--- src/common/ringPkg.sv ---
// Shared types for the two-level ring memory subsystem.
// Only the low 32 bits of the 128-bit data field carry a value.
// The opm class sits in bits 7:6, and an all-zero low byte marks an idle slot.
// Sequence tag is seq[15:10]. Responses are routed back by this tag alone.
package ringPkg;

	typedef logic [15:0] ringSeqT; // tag 15:10, running number 9:0
	typedef logic [15:0] ringOpmT; // class in 7:6
	typedef logic [47:0] ringAddrT; // word address on the rings
	typedef logic [127:0] ringDataT;
	typedef logic [31:0] wbDataT;
	typedef logic [31:0] wbAddrT; // byte address on the bus

	typedef struct packed {
		ringSeqT seq;
		ringOpmT opm;
		ringAddrT addr;
		ringDataT data;
	} ringPacketT; // 208 bits

	localparam ringOpmT opmIdle = 16'h0000;
	localparam ringOpmT opmLoadReq = 16'h0080; // class 10
	localparam ringOpmT opmStoreReq = 16'h0081;
	localparam ringOpmT opmLoadResp = 16'h0040; // class 01
	localparam ringOpmT opmStoreResp = 16'h0041;
	localparam ringOpmT opmErrResp = 16'h0042; // address past the memory

	// empty slot as driven by every stage in reset
	localparam ringPacketT pktIdle = '{
		seq: '0,
		opm: opmIdle,
		addr: '0,
		data: '0
	};

	typedef enum logic [1:0] {
		sIdle,
		sIssue,
		sWait,
		sDone
	} stopStateT;

endpackage
--- src/logic/ringSubsystem.sv ---
// Top level: Wishbone classic slave port onto an L1 ring, bridged to an
// L2 ring holding one memory node. Single 32-bit word accesses only.
// adr is a byte address; its low two bits are ignored.
`timescale 1ns/1ps

module ringSubsystem #(
	parameter logic [5:0] nodeTag = 6'h01,
	parameter int memWords = 64
) (
	input logic clock,
	input logic rstN,
	input logic cyc,
	input logic stb,
	input logic we,
	input ringPkg::wbAddrT adr,
	input ringPkg::wbDataT datW,
	output ringPkg::wbDataT datR,
	output logic ack,
	output logic err
);
	import ringPkg::*;

	ringPacketT l1ToBridge; // injector to bridge
	ringPacketT l1FromBridge;
	ringPacketT l2ToMem;
	ringPacketT l2FromMem;
	ringPacketT request;
	ringPacketT response;
	logic issue;
	logic injected;
	logic respValid;

	wbStopCtrl #(
		.nodeTag(nodeTag)
	) wbStopCtrl_i (
		.clock(clock),
		.rstN(rstN),
		.cyc(cyc),
		.stb(stb),
		.we(we),
		.adr(adr),
		.datW(datW),
		.datR(datR),
		.ack(ack),
		.err(err),
		.issue(issue),
		.request(request),
		.injected(injected),
		.respValid(respValid),
		.response(response)
	);

	ringInjector #(
		.nodeTag(nodeTag)
	) ringInjector_i (
		.clock(clock),
		.rstN(rstN),
		.ringIn(l1FromBridge),
		.ringOut(l1ToBridge),
		.issue(issue),
		.request(request),
		.injected(injected),
		.respValid(respValid),
		.response(response)
	);

	ringBridge #(
		.nodeTag(nodeTag)
	) ringBridge_i (
		.clock(clock),
		.rstN(rstN),
		.l1In(l1ToBridge),
		.l2In(l2FromMem),
		.l1Out(l1FromBridge),
		.l2Out(l2ToMem)
	);

	ringMemNode #(
		.memWords(memWords)
	) ringMemNode_i (
		.clock(clock),
		.rstN(rstN),
		.ringIn(l2ToMem),
		.ringOut(l2FromMem)
	);

endmodule

--- src/logic/ringMemNode.sv ---
// Memory node on the L2 ring, memWords words of 32 bits.
// Contents are not cleared by reset.
// Addresses on the ring are word addresses; anything at or past memWords
// is answered with an error response and leaves the memory untouched.
`timescale 1ns/1ps

module ringMemNode #(
	parameter int memWords = 64
) (
	input logic clock,
	input logic rstN,
	input ringPkg::ringPacketT ringIn,
	output ringPkg::ringPacketT ringOut
);
	import ringPkg::*;

	localparam int idxW = (memWords > 1) ? $clog2(memWords) : 1;

	wbDataT mem [memWords];
	logic isReq;
	logic isStore;
	logic inRange;
	logic [idxW-1:0] idx;
	ringPacketT resp;

	assign isReq = (ringIn.opm[7:6] == 2'b10);
	assign isStore = (ringIn.opm == opmStoreReq);
	assign inRange = (ringIn.addr < ringAddrT'(memWords));
	assign idx = ringIn.addr[idxW-1:0];

	// response keeps seq and addr, other request opms act as loads
	always_comb
	begin
		resp = ringIn;
		if (!inRange)
			resp.opm = opmErrResp;
		else if (isStore)
			resp.opm = opmStoreResp; // echoes the written data
		else
		begin
			resp.opm = opmLoadResp;
			resp.data = ringDataT'(mem[idx]);
		end
	end

	always_ff @(posedge clock)
	begin
		if (!rstN)
			ringOut <= pktIdle;
		else
			ringOut <= isReq ? resp : ringIn; // responses circulate unchanged
	end

	always_ff @(posedge clock)
	begin
		if (rstN && isStore && inRange)
			mem[idx] <= ringIn.data[31:0];
	end

endmodule

--- src/wbStop/ringInjector.sv ---
// L1 ring stage of the Wishbone stop.
// Takes responses tagged with nodeTag off the ring and inserts the
// pending request into an empty slot or the slot just freed.
// All other packets pass after one register.
`timescale 1ns/1ps

module ringInjector #(
	parameter logic [5:0] nodeTag = 6'h01
) (
	input logic clock,
	input logic rstN,
	input ringPkg::ringPacketT ringIn,
	output ringPkg::ringPacketT ringOut,
	input logic issue,
	input ringPkg::ringPacketT request,
	output logic injected,
	output logic respValid,
	output ringPkg::ringPacketT response
);
	import ringPkg::*;

	logic slotIdle;
	logic ownResp;

	assign slotIdle = (ringIn.opm[7:0] == opmIdle[7:0]);
	assign ownResp = (ringIn.opm[7:6] == 2'b01) && (ringIn.seq[15:10] == nodeTag);
	assign injected = issue && (slotIdle || ownResp); // slot usable this cycle

	always_ff @(posedge clock)
	begin
		if (!rstN)
		begin
			ringOut <= pktIdle;
			respValid <= 1'b0;
		end
		else
		begin
			respValid <= ownResp;
			if (injected)
				ringOut <= request;
			else if (ownResp)
				ringOut <= pktIdle; // consumed, slot freed
			else
				ringOut <= ringIn;
		end
	end

	always_ff @(posedge clock)
	begin
		if (ownResp)
			response <= ringIn;
	end

endmodule

--- src/wbStop/wbStopCtrl.sv ---
// Wishbone classic slave state machine for the L1 ring stop.
// Single 32-bit reads and writes only. No byte selects, no bursts.
// One transaction in flight at a time. Every request gets an answer,
// so there is no timeout.
`timescale 1ns/1ps

module wbStopCtrl #(
	parameter logic [5:0] nodeTag = 6'h01
) (
	input logic clock,
	input logic rstN,
	input logic cyc,
	input logic stb,
	input logic we,
	input ringPkg::wbAddrT adr,
	input ringPkg::wbDataT datW,
	output ringPkg::wbDataT datR,
	output logic ack,
	output logic err,
	output logic issue,
	output ringPkg::ringPacketT request,
	input logic injected,
	input logic respValid,
	input ringPkg::ringPacketT response
);
	import ringPkg::*;

	stopStateT state;
	logic [9:0] seqNum; // running number, wraps
	logic respErr;
	wbDataT respData;

	always_ff @(posedge clock)
	begin
		if (!rstN)
		begin
			state <= sIdle;
			seqNum <= '0;
		end
		else
		begin
			case (state)
				sIdle:
					if (cyc && stb)
					begin
						state <= sIssue;
						seqNum <= seqNum + 10'd1;
					end
				sIssue:
					if (injected)
						state <= sWait;
				sWait:
					if (respValid)
						state <= sDone;
				default:
					state <= sIdle; // ack or err lasts one cycle
			endcase
		end
	end

	// request follows the bus while idle, frozen once accepted
	always_ff @(posedge clock)
	begin
		if (state == sIdle)
		begin
			request.seq <= {nodeTag, seqNum};
			request.opm <= we ? opmStoreReq : opmLoadReq;
			request.addr <= ringAddrT'(adr[31:2]); // byte to word address
			request.data <= ringDataT'(datW);
		end
		if ((state == sWait) && respValid)
		begin
			respErr <= (response.opm == opmErrResp);
			respData <= response.data[31:0];
		end
	end

	assign issue = (state == sIssue);
	assign ack = (state == sDone) && !respErr;
	assign err = (state == sDone) && respErr;
	assign datR = respData;

endmodule

--- src/logic/ringBridge.sv ---
// Moves requests from the L1 ring down to L2, and responses tagged with
// nodeTag from L2 back up to L1. One registered stage on each ring.
// A packet that cannot cross keeps circulating on its own ring until the
// other side offers an idle slot or a slot this bridge consumes.
`timescale 1ns/1ps

module ringBridge #(
	parameter logic [5:0] nodeTag = 6'h01
) (
	input logic clock,
	input logic rstN,
	input ringPkg::ringPacketT l1In,
	input ringPkg::ringPacketT l2In,
	output ringPkg::ringPacketT l1Out,
	output ringPkg::ringPacketT l2Out
);
	import ringPkg::*;

	logic l1Idle;
	logic l1IsReq;
	logic l2Idle;
	logic l2OwnResp;
	logic holdUp; // L1 slot busy with a foreign packet
	logic holdDown; // L2 slot busy with a foreign packet
	logic l1Take;
	logic l2Take;
	ringPacketT upPkt;
	ringPacketT downPkt;

	assign l1Idle = (l1In.opm[7:0] == opmIdle[7:0]);
	assign l1IsReq = (l1In.opm[7:6] == 2'b10);
	assign l2Idle = (l2In.opm[7:0] == opmIdle[7:0]);
	assign l2OwnResp = (l2In.opm[7:6] == 2'b01) && (l2In.seq[15:10] == nodeTag);

	assign holdUp = !l1Idle && !l1IsReq;
	assign holdDown = !l2Idle && !l2OwnResp;

	// crossing candidates, idle when nothing wants to move
	assign upPkt = l2OwnResp ? l2In : pktIdle;
	assign downPkt = l1IsReq ? l1In : pktIdle;

	// a slot is overwritten only if its own packet leaves at the same time
	assign l1Take = l1Idle || (l1IsReq && !holdDown);
	assign l2Take = l2Idle || (l2OwnResp && !holdUp);

	always_ff @(posedge clock)
	begin
		if (!rstN)
		begin
			l1Out <= pktIdle;
			l2Out <= pktIdle;
		end
		else
		begin
			l1Out <= l1Take ? upPkt : l1In; // else forward as is
			l2Out <= l2Take ? downPkt : l2In;
		end
	end

endmodule

--- config.mk ---
export PLATFORM = sky130hd
export DESIGN_NAME = ringSubsystem
export DESIGN_NICKNAME = d
export VERILOG_FILES = /design/src/common/ringPkg.sv /design/src/logic/ringSubsystem.sv /design/src/logic/ringMemNode.sv /design/src/wbStop/ringInjector.sv /design/src/wbStop/wbStopCtrl.sv /design/src/logic/ringBridge.sv
export SDC_FILE = /design/constraint.sdc
export NUM_CORES = 2
export LEC_CHECK = 0
export BUFFER_PORTS_ARGS = -buffer_cell sky130_fd_sc_hd__buf_4
export CAP_MARGIN = 20
export CORE_MARGIN = 3
export CORE_UTILIZATION = 45
export DETAILED_ROUTE_END_ITERATION = 8
export PLACE_DENSITY = 0.58
export SETUP_SLACK_MARGIN = 0.15
export SYNTH_ARGS = -nofsm -noshare
export SYNTH_HDL_FRONTEND = slang
export SYNTH_HIERARCHICAL = 1
export SYNTH_SLANG_ARGS = --single-unit
--- constraint.sdc ---
create_clock -name clock -period 14.6 [get_ports clock]
set_clock_uncertainty 0.05 [all_clocks]
set_input_delay 1.46 -clock clock [delete_from_list [all_inputs] [get_ports clock]]
set_output_delay 1.46 -clock clock [all_outputs]
set_load 0.05 [all_outputs]
Yosys cells after proc, flatten, opt, wreduce, memory -nomap -nowiden
Memory sizes are Yosys's and may differ from the RTL's. A register that Yosys moved wholly into a read port is not among the register bits.
Cells that the tools add are included.
{"block": "word_totals", "register_bits": 1014, "word_cells": 97, "mem_bits_rw": 2048, "inputBits": 69, "memories": 1}
{"block": "classes", "addsub": 1, "eq_ne": 14, "n_mux": 19, "magnitude_cmp": 1, "n_reduce_logical": 30, "bitwise_logic": 1}
{"name": "ringMemNode_i.mem", "words": 64, "width": 32, "rd": 1, "rd_clocked_by_memory_dff": 1, "write_ports": 1, "line": "ringMemNode.sv:19", "source": "wbDataT mem [memWords];"}
{"op": "$mux W208", "n": 4}
{"op": "$mux W203", "n": 2}
{"op": "$mux W128", "n": 2}
{"op": "$mux W192", "n": 1}
{"op": "$lt A48 B7 Y1 const B", "n": 1}
{"op": "$logic_not A8 Y1", "n": 3}
{"op": "$eq A16 B7 Y1 const B", "n": 1}
{"op": "$eq A16 B8 Y1 const B", "n": 1}
{"op": "$mux W16", "n": 1}
{"op": "$logic_and A1 B1 Y1", "n": 13}
{"op": "$eq A6 B1 Y1 const B", "n": 2}
{"op": "$add A10 B1 Y10 const B", "n": 1}
{"op": "$eq A2 B2 Y1 const B", "n": 4}
{"op": "$logic_not A1 Y1", "n": 7}
{"op": "$eq A2 B1 Y1 const B", "n": 3}
{"op": "$mux W2", "n": 3}
{"op": "$mux W6", "n": 1}
{"op": "$pmux W2 S3", "n": 1}
{"op": "$mux W1", "n": 4}
{"op": "$ne A2 B1 Y1 const B", "n": 2}
{"op": "$logic_or A1 B1 Y1", "n": 3}
{"op": "$reduce_and A3 Y1", "n": 1}
{"op": "$reduce_or A3 Y1", "n": 1}
{"op": "$logic_not A2 Y1", "n": 1}
{"op": "other kinds (3)", "n": 3}

Longest topological paths before layout
{"block": "depth", "depth_word": 8, "depth_mapped": 12, "mapped_depth_nobuf": 6}

Modules after synthesis
The synthesis kept the hierarchy.
{"mod": "ringMemNode", "cells_each": 4433, "area_each_um2": 83886.7, "instances": 1}
{"mod": "ringInjector", "cells_each": 1127, "area_each_um2": 14801.7, "instances": 1}
{"mod": "ringBridge", "cells_each": 1453, "area_each_um2": 14421.3, "instances": 1}
{"mod": "wbStopCtrl", "cells_each": 322, "area_each_um2": 4884.7, "instances": 1}

Least setup slack after synthesis
Ideal clock, no wire load.
{"block": "synth_timing", "path_kind": "register to register", "from": "reg ringBridge_i/l1Out[204] (netlist bit)", "to": "reg ringInjector_i/response[0] (netlist name)", "path_stages_with_launch": 6, "t_arrival_ns": 5.155, "period_less_slack_ns": 5.764, "path_buffers": 2, "setup_ns": 0.559, "setup_slack_ns": 8.836, "t_required_ns": 13.991, "cell_sequence": "dfxtp_1 nor4_2 nand2_2 buf_2 buf_1 inv_1"}
{"block": "synth_between", "elab_chain_len": 2}
{"item": "from (decl)", "line": "ringBridge.sv:14", "source": "output ringPkg::ringPacketT l1Out,"}
{"item": "from (signal assigned)", "line": "ringBridge.sv:50", "source": "l1Out <= pktIdle;"}
{"item": "from (signal assigned)", "line": "ringBridge.sv:55", "source": "l1Out <= l1Take ? upPkt : l1In;"}
{"item": "$eq A6 B1 Y1", "line": "ringInjector.sv:26", "source": "assign ownResp = (ringIn.opm[7:6] == 2'b01) && (ringIn.seq[15:10] == nodeTag);"}
{"item": "$logic_and A1 B1 Y1", "line": "ringInjector.sv:26"}
{"item": "via ringInjector_i.ownResp", "line": "ringInjector.sv:23", "source": "logic ownResp;"}
The timed path passes the listed nets, and every way through them passes these cells.
A chain may end at the register's enable or synchronous reset.

Final worst setup path
{"block": "layout_timing", "from": "reg ringBridge_i/l2Out[130] (netlist bit)", "to": "reg ringMemNode_i/ringOut[27] (netlist bit)"}
{"block": "layout_between", "elab_chain_len": 3}
{"item": "from (decl)", "line": "ringBridge.sv:15", "source": "output ringPkg::ringPacketT l2Out"}
{"item": "from (signal assigned)", "line": "ringBridge.sv:51", "source": "l2Out <= pktIdle;"}
{"item": "from (signal assigned)", "line": "ringBridge.sv:56", "source": "l2Out <= l2Take ? downPkt : l2In;"}
{"item": "$lt A48 B7 Y1", "line": "ringMemNode.sv:28", "source": "assign inRange = (ringIn.addr < ringAddrT'(memWords));"}
{"item": "$mux W128", "line": "ringMemNode.sv:35", "source": "if (!inRange)"}
{"item": "$mux W192", "line": "ringMemNode.sv:51", "source": "ringOut <= isReq ? resp : ringIn;"}
{"item": "to (signal assigned)", "line": "ringMemNode.sv:49", "source": "ringOut <= pktIdle;"}
{"item": "to (signal assigned)", "line": "ringMemNode.sv:51"}
{"item": "to (decl)", "line": "ringMemNode.sv:13", "source": "output ringPkg::ringPacketT ringOut"}
Every way passes these cells.

==> impl_metrics.json <==
{
  "path_delay_family": "simple AND/OR/NAND/NOR gates",
  "r2r-end": "ringMemNode_i/ringOut[27]$_SDFF_PN0_",
  "cp.required_ns": 15.32,
  "synth.avg_cell_area_um2": 17.3,
  "ff2ff_setup_slack_ns": 8.99,
  "hpwl_mm": 148,
  "gp_congestion": 0.833,
  "fmax_mhz": 178,
  "cts_tree": "built",
  "setup_tns_ns": 0,
  "hold_viol": 0,
  "multiInputGateArea_um2": 21700,
  "syn_inst": 5628,
  "cp_cell_sequence": "buf_4 -> buf_4 -> buf_4 -> nand2b_1 -> o22ai_1 -> o21ai_0 -> nand4_1 -> nor3_1 -> a21oi_1",
  "min_period_over_period_pct": 38.4,
  "rows": 170,
  "fp.dieH_um": 471,
  "drtAntennaViolNets": 0,
  "hold_path_depth": 0,
  "p_leak_nw": 35.3,
  "dieWidth_um": 471,
  "critPathMaxStageDelay_ns": 0.85,
  "grt_start_max_net_pins": 231,
  "layout-drive-gt1-share_pct": 17.2,
  "cts_resized": 0,
  "cts_root_buf": "clkbuf_16",
  "coreArea_um2": 215000,
  "routed_via_density": 6.17,
  "status": "finished, final reports clean",
  "drv_slew": 0,
  "die_area_um2": 222000,
  "grt_usage_pct": 24.5,
  "first_global_vias": 52947,
  "drt_iter0_drc": 6916,
  "overflow": 0,
  "crit_slowest_cell": "nand2b_1",
  "pwr-share-comb_pct": 3.8,
  "seqCellArea_um2": 74100,
  "p_total_w": 0.0156,
  "powerDensity_nw_per_um2": 141,
  "clockBufferDepth": 4,
  "final_cells": 8813,
  "antenna_found_initial": 21,
  "worst_pin_slew_ns": 1.24,
  "switching_share_pct": 21.1,
  "reg2regPathDepth": 9,
  "intPower_w": 0.0123,
  "arrival_ns": 6.33,
  "drt_wl_total_mm": 276,
  "clkLatencyLatePin_ns": 0.93,
  "hold_start": "ringInjector_i/response[27]$_DFFE_PP_",
  "fillers": 17320,
  "grt_setup_unrepaired": "no",
  "critPathKind": "reg2reg",
  "cp_max_fo": 39,
  "dp_cells": 8313,
  "ir_drop_mv": 0.118,
  "cts_hold_buf": 0,
  "place_area_um2": 102000,
  "syn_to_final_growth_pct": 13.5,
  "max-slew-margin-rel_pct": 17.2,
  "wl_per_cell_um": 31.4,
  "postLayoutCoreUtil_pct": 51.4,
  "yosys_warnings": 6,
  "hold_path_class": "reg2reg",
  "r2r_start": "ringBridge_i/l2Out[130]$_SDFF_PN0_",
  "end_kind": "register",
  "p_clk_share_pct": 44.0,
  "io_pins": 103,
  "clkTransAtPathRegs_ns": 0.06,
  "htree_levels": 5,
  "cts.sinks": 2603,
  "hold_end": "wbStopCtrl_i/datR[27]$_DFFE_PP_",
  "path_buf_inv": 3,
  "finalCriticalPeriod_ns": 5.61,
  "first_pass_iters": 5,
  "nNetsFinal": 5841,
  "cts_setup_buffers": 0,
  "crit_path_frequent_cell": "buf_4",
  "maxCapViolations": 0,
  "fin_area_um2": 111000,
  "setup_violations": 0,
  "p_switching_w": 0.00329,
  "drcViolationCount": 0,
  "cts_buffers": 289,
  "syn_area_um2": 97400,
  "seqPwrFrac_pct": 52.2,
  "cp-start-kind": "register",
  "vias": 54390,
  "portBuffers": 100,
  "grt_pass1_wl_mm": 392,
  "floorplan.initialDensity_pct": 45.3
}
cell type report:
class                   instances  share of cell area [%]
inverters                      11                  0.0419
diodes                          9                  0.0204
flip-flops and latches       2603                    67.1
clock inverters               103                   0.786
clock buffers                 386                    7.20
multi-input cells            2576                    19.6
well taps                    2838                    3.21
repair buffers                287                    2.05
through the flow:
| stage | worst slack (ns) | hold slack, ns |
|---|---|---|
| after floorplan | 10.63 | 0.350 |
| final | 8.99 | 0.368 |
| after detailed placement | 9.11 | 0.355 |
| after CTS | 9.08 | 0.368 |
| after global routing | 8.92 | 0.372 |
| after global placement | 9.06 | 0.353 |
per-layer routing:
metal | part of all wire [%] | wire length (um) | up-vias | global-route usage (%)
met5 | 0.025 | 68 | - | 0
met4 | 3.3 | 9240 | 8 | 8.08
met3 | 10 | 28000 | 523 | 5.48
met2 | 45 | 125000 | 2716 | 37.3
met1 | 41 | 114000 | 28316 | 35.0
li1 | - | - | 22827 | -
how the worst max path moves through the flow:
stage	start	endpoint	slack (ns)	cells past startpoint
4_1_cts	ringBridge_i/l2Out[130]$_SDFF_PN0_	ringMemNode_i/ringOut[27]$_SDFF_PN0_	9.08	9
3_5_place_dp	ringBridge_i/l2Out[130]$_SDFF_PN0_	ringMemNode_i/ringOut[27]$_SDFF_PN0_	9.11	9
3_3_place_gp	ringBridge_i/l2Out[130]$_SDFF_PN0_	ringMemNode_i/ringOut[27]$_SDFF_PN0_	9.06	9
2_1_floorplan	rstN	ringMemNode_i/mem[0][0]$_DFFE_PP_	10.63	4
5_1_grt	ringBridge_i/l2Out[130]$_SDFF_PN0_	ringMemNode_i/ringOut[23]$_SDFF_PN0_	8.92	9
6_report	ringBridge_i/l2Out[130]$_SDFF_PN0_	ringMemNode_i/ringOut[27]$_SDFF_PN0_	8.99	9
power groups by stage:
stage	sequential [W]	combinational [W]	clock (W)
after CTS	0.00816	0.000592	0.00699
after detailed placement	0.00831	0.000589	0
after global routing	0.00817	0.000630	0.00728
final	0.00816	0.000593	0.00687
after floorplan	0.00830	0.000426	0
after global placement	0.00832	0.000581	0
state kept, by name (all words and copies together) (netlist names):
name,flops
ringInjector_i/respValid,1
ringBridge_i/l1Out,102
wbStopCtrl_i/datR,32
ringBridge_i/l2Out,102
ringInjector_i/ringOut,102
ringInjector_i/response,48
wbStopCtrl_i/state,2
wbStopCtrl_i/request,63
ringMemNode_i/ringOut,102
ringMemNode_i/mem,2048
wbStopCtrl_i/respErr,1
placed cells by master, fill, tap and decap left out, drive strengths merged, types with 49 or more instances in the layout:
master and n:
a21oi 49, a221oi 246, a22oi 139, and2 76, buf 287, clkbuf 386
clkinv 87, dfxtp 411, edfxtp 2192, mux2i 489, mux4 207, nand2 378
nand3 144, nor2 168, o21ai 97, o22ai 113, o32ai 182
(Power assumes the default switching activity.)
